===== src/common/sprite_cfg.svh =====
`ifndef SPRITE_CFG_SVH
`define SPRITE_CFG_SVH

// Visible screen in pixels.
`define SCREEN_W 640
`define SCREEN_H 480

// Sprites are square and stored in row order.
`define SPRITE_DIM 8
`define SPRITE_PIX 64

// Number of bits that select one of the stored images.
`define IMG_BITS 8

// Linear frame address, y * SCREEN_W + x.
`define FB_ADDR_BITS 19

// Sprite store address is {image, pixel index}.
`define ROM_ADDR_BITS 14

// 8 bits per channel.
`define COLOR_BITS 24

`endif


===== src/common/sprite_pkg.sv =====
`include "sprite_cfg.svh"

package sprite_pkg;

	typedef logic [`COLOR_BITS-1:0] color_t;

	// Position of the top left sprite pixel and the image to draw.
	typedef struct packed {
		logic [9:0]           x;
		logic [8:0]           y;
		logic [`IMG_BITS-1:0] img;
	} sprite_cmd_t;

	// One word of the sprite store.
	typedef struct packed {
		logic [6:0] rsvd;
		logic       opaque; // Clear means the pixel is skipped.
		color_t     color;
	} sprite_word_t;

	typedef enum logic [1:0] {
		IDLE,
		READ,
		WRITE,
		ADVANCE
	} draw_state_e;

endpackage


===== src/common/wb_pkg.sv =====
`include "sprite_cfg.svh"

package wb_pkg;

	// Read master request towards the sprite store.
	typedef struct packed {
		logic                      cyc;
		logic                      stb;
		logic [`ROM_ADDR_BITS-1:0] adr;
	} wb_rd_req_t;

	// Read slave response, dat holds a sprite word.
	typedef struct packed {
		logic        ack;
		logic [31:0] dat;
	} wb_rd_rsp_t;

	// Write master request towards the frame buffer.
	typedef struct packed {
		logic                     cyc;
		logic                     stb;
		logic                     we;
		logic [`FB_ADDR_BITS-1:0] adr;
		logic [`COLOR_BITS-1:0]   dat;
	} wb_wr_req_t;

	typedef struct packed {
		logic ack;
	} wb_wr_rsp_t;

endpackage


===== src/hw/draw_sprite/draw_sprite.sv =====
`include "sprite_cfg.svh"

module draw_sprite (
	input  logic                    clk,
	input  logic                    rst_n,
	input  logic                    start,
	input  sprite_pkg::sprite_cmd_t cmd,
	output logic                    done,
	output logic                    busy,
	output wb_pkg::wb_rd_req_t      rom_req,
	input  wb_pkg::wb_rd_rsp_t      rom_rsp,
	output wb_pkg::wb_wr_req_t      fb_req,
	input  wb_pkg::wb_wr_rsp_t      fb_rsp
);

	localparam int PIX_BITS = $clog2(`SPRITE_PIX);

	sprite_pkg::draw_state_e  state;
	sprite_pkg::draw_state_e  next_state;
	sprite_pkg::sprite_cmd_t  cmd_q;
	sprite_pkg::sprite_word_t word_q;
	sprite_pkg::sprite_word_t rom_word;
	logic [PIX_BITS-1:0]      pix_cnt;
	logic [`FB_ADDR_BITS-1:0] fb_adr;
	logic                     visible;
	logic                     accept;
	logic                     last_pix;

	assign accept   = start && (state == sprite_pkg::IDLE); // Starts while busy are dropped.
	assign last_pix = (pix_cnt == PIX_BITS'(`SPRITE_PIX - 1));
	assign rom_word = rom_rsp.dat;
	assign busy     = (state != sprite_pkg::IDLE);

	sprite_addr i_sprite_addr (
		.x       (cmd_q.x),
		.y       (cmd_q.y),
		.pix     (pix_cnt),
		.fb_adr  (fb_adr),
		.visible (visible)
	);

	always_ff @(posedge clk) begin
		if (accept)
			cmd_q <= cmd;
		if (state == sprite_pkg::READ && rom_rsp.ack)
			word_q <= rom_word;
	end

	always_ff @(posedge clk or negedge rst_n) begin
		if (!rst_n) begin
			state   <= sprite_pkg::IDLE;
			pix_cnt <= '0;
			done    <= 1'b0;
		end else begin
			state <= next_state;
			if (accept) begin
				pix_cnt <= '0;
				done    <= 1'b0;
			end else if (state == sprite_pkg::ADVANCE) begin
				if (last_pix)
					done <= 1'b1; // Same edge that takes the FSM back to IDLE.
				else
					pix_cnt <= pix_cnt + 1'b1;
			end
		end
	end

	always_comb begin
		next_state = state;
		case (state)
			sprite_pkg::IDLE: begin
				if (start)
					next_state = sprite_pkg::READ;
			end
			sprite_pkg::READ: begin
				// Transparent or off-screen pixels skip the write cycle entirely.
				if (rom_rsp.ack)
					next_state = (visible && rom_word.opaque) ? sprite_pkg::WRITE
					                                          : sprite_pkg::ADVANCE;
			end
			sprite_pkg::WRITE: begin
				if (fb_rsp.ack)
					next_state = sprite_pkg::ADVANCE;
			end
			sprite_pkg::ADVANCE: begin
				next_state = last_pix ? sprite_pkg::IDLE : sprite_pkg::READ;
			end
			default: next_state = sprite_pkg::IDLE;
		endcase
	end

	// Requests are held for the whole state, so they drop in the cycle after ack.
	always_comb begin
		rom_req.cyc = (state == sprite_pkg::READ);
		rom_req.stb = (state == sprite_pkg::READ);
		rom_req.adr = {cmd_q.img, pix_cnt};
		fb_req.cyc  = (state == sprite_pkg::WRITE);
		fb_req.stb  = (state == sprite_pkg::WRITE);
		fb_req.we   = (state == sprite_pkg::WRITE);
		fb_req.adr  = fb_adr;
		fb_req.dat  = word_q.color;
	end

endmodule


===== src/hw/draw_sprite/sprite_addr.sv =====
`include "sprite_cfg.svh"

module sprite_addr (
	input  logic [9:0]                     x,
	input  logic [8:0]                     y,
	input  logic [$clog2(`SPRITE_PIX)-1:0] pix,
	output logic [`FB_ADDR_BITS-1:0]       fb_adr,
	output logic                           visible
);

	localparam int DIM_BITS = $clog2(`SPRITE_DIM);

	logic [DIM_BITS-1:0] row;
	logic [DIM_BITS-1:0] col;
	logic [10:0]         scr_x; // One bit wider so the sum never wraps.
	logic [9:0]          scr_y;

	assign row = pix[2*DIM_BITS-1:DIM_BITS];
	assign col = pix[DIM_BITS-1:0];

	assign scr_x = {1'b0, x} + 11'(col);
	assign scr_y = {1'b0, y} + 10'(row);

	assign visible = (scr_x < 11'(`SCREEN_W)) && (scr_y < 10'(`SCREEN_H));

	// Row stride of 640 is 512 + 128. Only meaningful when visible is set.
	assign fb_adr = ({9'b0, scr_y} << 9) + ({9'b0, scr_y} << 7) + {8'b0, scr_x};

endmodule


===== config.mk =====
export PLATFORM = sky130hd
export DESIGN_NAME = draw_sprite
export DESIGN_NICKNAME = d
export VERILOG_FILES = /design/src/common/sprite_pkg.sv /design/src/common/wb_pkg.sv /design/src/hw/draw_sprite/draw_sprite.sv /design/src/hw/draw_sprite/sprite_addr.sv
export VERILOG_INCLUDE_DIRS = /design/src /design/src/common
export SDC_FILE = /design/constraint.sdc
export NUM_CORES = 1
export LEC_CHECK = 0
export BUFFER_PORTS_ARGS = -buffer_cell sky130_fd_sc_hd__buf_2
export CORE_ASPECT_RATIO = 1.75
export CORE_UTILIZATION = 40
export DETAILED_ROUTE_END_ITERATION = 6
export HOLD_SLACK_MARGIN = 0.02
export PLACE_DENSITY = 0.68
export SETUP_SLACK_MARGIN = 0.02
export SLEW_MARGIN = 10
export SYNTH_ARGS = -nofsm -noshare
export SYNTH_HDL_FRONTEND = slang
export SYNTH_SLANG_ARGS = --single-unit
export TNS_END_PERCENT = 5

===== constraint.sdc =====
create_clock -name clk -period 4.8 [get_ports clk]
set_input_delay 0 -clock clk [delete_from_list [all_inputs] [get_ports clk]]
set_output_delay 0 -clock clk [all_outputs]
set_load 0.01 [all_outputs]

# After elaboration in Yosys (flattened, before gate mapping)
# Cells that the tools add are included.
[totals]
regBits = 60
inputBits = 64
out_inout_bits = 64
wordCells = 45
[classes]
add_sub_neg = 5
n_lt_le_gt_ge = 2
eq_ne = 8
mux = 12
reduce_logical = 11
[ops]
columns = ["op", "n"]
rows = [
  ["19-bit by 11-bit adder with 19-bit output", 1],
  ["19-bit by 17-bit adder with 19-bit output", 1],
  ["6-bit 2-to-1 mux", 3],
  ["10-bit by 3-bit adder with 11-bit output", 1],
  ["11-bit by 10-bit < comparator with 1-bit output, second input constant", 1],
  ["9-bit by 3-bit adder with 10-bit output", 1],
  ["10-bit by 9-bit < comparator with 1-bit output, second input constant", 1],
  ["2-bit case mux with 4 select lines", 1],
  ["6-bit by 1-bit adder with 6-bit output, second input constant", 1],
  ["6-bit equality test, second input constant", 1],
  ["2-bit 2-to-1 mux", 3],
  ["2-bit nonzero test", 3],
  ["1-bit 2-to-1 mux", 5],
  ["2-bit equality test, second input constant", 2],
  ["1-bit logical AND", 4],
  ["2-bit by 1-bit != test with 1-bit output, second input constant", 2],
  ["2-bit != test, second input constant", 2],
  ["2-bit AND reduction", 2],
  ["3-bit AND reduction", 1],
  ["2-bit by 1-bit equality test with 1-bit output, second input constant", 1],
  ["2-bit zero test", 1],
]

# Logic depth before layout (Yosys ltp)
[depth]
word_depth = 7
mapped_depth = 15
ltp_nobuf = 15

# Hierarchy
# Synthesis repeated with hierarchy kept, for this count alone.
[hier_totals]
cells_unflattened = 271
hier_area_um2 = 3335.7
[by_module_without_submodules]
columns = ["module", "instances", "cells_each", "area_each_um2", "seq_area_each_um2"]
rows = [
  ["draw_sprite", 1, 123, 2190.9, 1756.7],
  ["sprite_addr", 1, 148, 1144.8, 0.0],
]

# Least setup slack after synthesis
# No wires, ideal clock.
[synth_path]
kind = "reg2out"
start = "register pix_cnt[2]"
end = "output port fb_req[42] in the netlist's numbering"
t_arrival_ns = 3.401
required_ns = 4.800
path_slack_ns = 1.399
stages_incl_launch_ff = 13
path_buffers = 0
cell_sequence = "dfrtp_1 ha_1 a21oi_1 a21oi_1 nand3_1 xor2_1 fa_1 fa_1 nor2b_1 o31ai_1 a211oi_1 mux2i_1 o311ai_1"
[synth_rtl]
columns = ["element", "line", "source"]
rows = [
  ["from (decl)", "draw_sprite.sv:23", "logic [PIX_BITS-1:0] pix_cnt;"],
  ["from (signal assigned)", "draw_sprite.sv:63", "pix_cnt <= pix_cnt + 1'b1;"],
  ["to (decl)", "draw_sprite.sv:12", "output wb_pkg::wb_wr_req_t fb_req,"],
]

==> flow_metrics.tcl <==
set metrics [dict create \
    grt_max_degree 27 \
    ant_nets 0 \
    tightestPinTransition_ns 1.003 \
    ys_types 46 \
    port_buffers 120 \
    critPathArrivalTime_ns 4.21 \
    initialDrtViolationCount 34 \
    p_leak_nw 2.127 \
    drt-total-wl_um 7832 \
    syn_area_um2 3232 \
    start_util_pct 41.14 \
    first_global_vias 2778 \
    grt_use_total_pct 19.04 \
    vias 2611 \
    fin_tns_setup_ns 0 \
    cellPowerDensity_nw_per_um2 569.6 \
    synth_fp_nets 351 \
    synth_top_area_share_pct 47.39 \
    wire_per_inst_um 15.03 \
    grt_pass1_wl_um 12300 \
    syn-instance-count 252 \
    synth_seq_cells 60 \
    synth_most_common_cell "edfxtp_1" \
    cp-end-kind "output pin" \
    period_share_pct 87.78 \
    dpl.hpwl_um 5318 \
    nFillCells 630 \
    synth_ff_type "edfxtp_1" \
    fmax_mhz 237.3 \
    cp_max_fo 6 \
    cts_sinks 60 \
    maxSlewHeadroom_pct 33.14 \
    required_ns 4.80 \
    drc 0 \
    cap_violations 0 \
    total_power_mw 2.687 \
    timing.final.hold_violations 0 \
    clk_pin_slew_worst_paths_ns 0.05 \
    fin_skew_ns 0.004374 \
    rows 43 \
    tritoncts "yes" \
    clock_path_buffers 2 \
    die_w_um 69.95 \
    numCtsBuffers 9 \
    hold_path.class "in -> async" \
    fin_crit_ns 4.214 \
    fin_util_pct 60.07 \
    critPathKind "reg -> out" \
    final_cells 521 \
    synth_area_leaders "edfxtp_1 (47%), ha_1 (12%), dfrtp_1 (7.0%), xor2_1 (3.5%), xnor2_1 (3.3%)" \
    synth_top_cells_by_count "edfxtp_1 (51), ha_1 (30), nor2_1 (16), inv_1 (15), nand2_1 (14)" \
    root_buffer "clkbuf_16" \
    die_h_um 120.9 \
    drv_slew 0 \
    num_antenna_cells 0 \
    fp.dieArea_um2 8457 \
    drt-pass1-iter-count 6 \
    antenna_found_initial 0 \
    dp.cells 453 \
    area_growth_pct 45.99 \
    start_kind "flop" \
    place_congestion 0.7914 \
    post_cts_buffers 0 \
    viasPerCell 5.012 \
    setup-violations-final 0 \
    gr-total-overflow 0 \
    avgSynthCellArea_um2 12.82 \
    outcome "finished clean" \
    clock_latency_ns 0.32 \
    yosysSeqAreaShare_pct 54.36 \
    vdd_ir_drop_max_mv 0.4056 \
    final_nets 525 \
    yosysWarningCount 0 \
    synth_largest_area_cell "edfxtp_1" \
    synth_edf_count 51 \
    rsz0062_at_grt "no" \
    h-tree-depth 3 \
    coreArea_um2 7855 \
    io_pins 128 \
    layout-drive-gt1-share_pct 33.41 \
    async_reset_ff_share_pct 15.00 \
]
==> cells by family after synthesis <==
family | count (synthesis) | share of synthesized area [%]
xor gates and xnor gates | 25 | 6.775
buffers and inverters | 28 | 4.530
adders and majority gates | 35 | 14.71
DFF | 60 | 54.36
AOI/OAI and AO/OA | 40 | 8.904
and+or+nand+nor | 62 | 10.10
muxes | 2 | 0.6195
==> final cells by class <==
type	instances	area [µm²]	share of cell area, %
Clock buffer	11	242.7	5.145
Clock inverter	5	75.07	1.591
Inverter	17	63.81	1.352
Multi-Input combinational cell	164	1331	28.22
Sequential cell	60	1757	37.23
Tap cell	90	112.6	2.387
Timing Repair Buffer	174	1136	24.08
==> sequential cells by signal, indices dropped and copies added (netlist names) <==
register / flops
rom_req: 8
pix_cnt: 6
state: 2
fb_req: 24
cmd_q: 19
done: 1
==> report_power, final <==
group	leakage, nW	internal (mW)	switching, mW
combinational	1.38	0.555	0.688
clock	0.159	0.465	0.210
sequential	0.585	0.694	0.0750
total	2.13	1.71	0.974
==> final timing paths <==
check	start	end	slack (ns)	cells after the start
max	pix_cnt[2]	fb_req[42]	0.59	14
min	rst_n	pix_cnt[1]	0.06	2
max reg2reg	state[0]	state[0]	2.52	6
min reg2reg	done	done	0.51	2
max in group asynchronous	rst_n	state[0]	4.55	2
min in group clk	rom_rsp[24]	state[0]	0.13	4
==> layout by cell type (no fill, tap or decap), types with 3 or more instances in the layout <==
cell | Yosys | final
o21a_1 | 3 | 3
dfrtp_1 | 9 | 9
buf_2 | 0 | 120
dlygate4sd3_1 | 0 | 52
o21ai_0 | 3 | 3
fa_1 | 5 | 5
xnor2_1 | 12 | 12
clkbuf_16 | 0 | 9
clkinv_2 | 0 | 3
ha_1 | 30 | 30
and2_1 | 3 | 3
nand3_1 | 5 | 5
a21oi_1 | 11 | 11
inv_1 | 15 | 15
edfxtp_1 | 51 | 51
nand2_1 | 14 | 14
nand2b_1 | 5 | 5
nand4_1 | 5 | 5
nor2_1 | 16 | 15
xor2_1 | 13 | 13
a31oi_1 | 4 | 4
==> layer usage <==
layer / wire (µm) / vias up / GRT usage (%)
met5: 0 / - / 0
met4: 227 / 0 / 9.500
met3: 510 / 19 / 6.229
met2: 4413 / 97 / 36.78
met1: 2681 / 1225 / 17.11
li1: - / 1270 / -
==> metrics by stage <==
stage | setup WS, ns | hold slack (ns) | area (µm²)
2_1_floorplan | 1.399 | -0.2956 | 3232
3_3_place_gp | 0.9837 | -0.1361 | 3880
3_5_place_dp | 0.8979 | -0.1319 | 3880
4_1_cts | 0.5400 | 0.06132 | 4718
5_1_grt | 0.3347 | 0.08273 | 4718
6_report | 0.5864 | 0.06157 | 4718
==> repair_timing <==
item | CTS | global route
hold endpoints to repair | 60 | 0
hold buffers | 52 | 0
resized for setup | 0 | 0
==> worst max-delay path, cell delays in order (launching register included) <==
cell and delay, ns:
dfrtp_1 0.44, ha_1 0.40, nand3_1 0.13, a21oi_1 0.35
nand3_1 0.14, xor2_1 0.17, fa_1 0.50, fa_1 0.48
nor2b_1 0.18, o31ai_1 0.10, buf_4 0.16, a211oi_1 0.33
mux2i_1 0.24, o311ai_1 0.11, buf_2 0.15
Power figures use the tool's default switching activity.
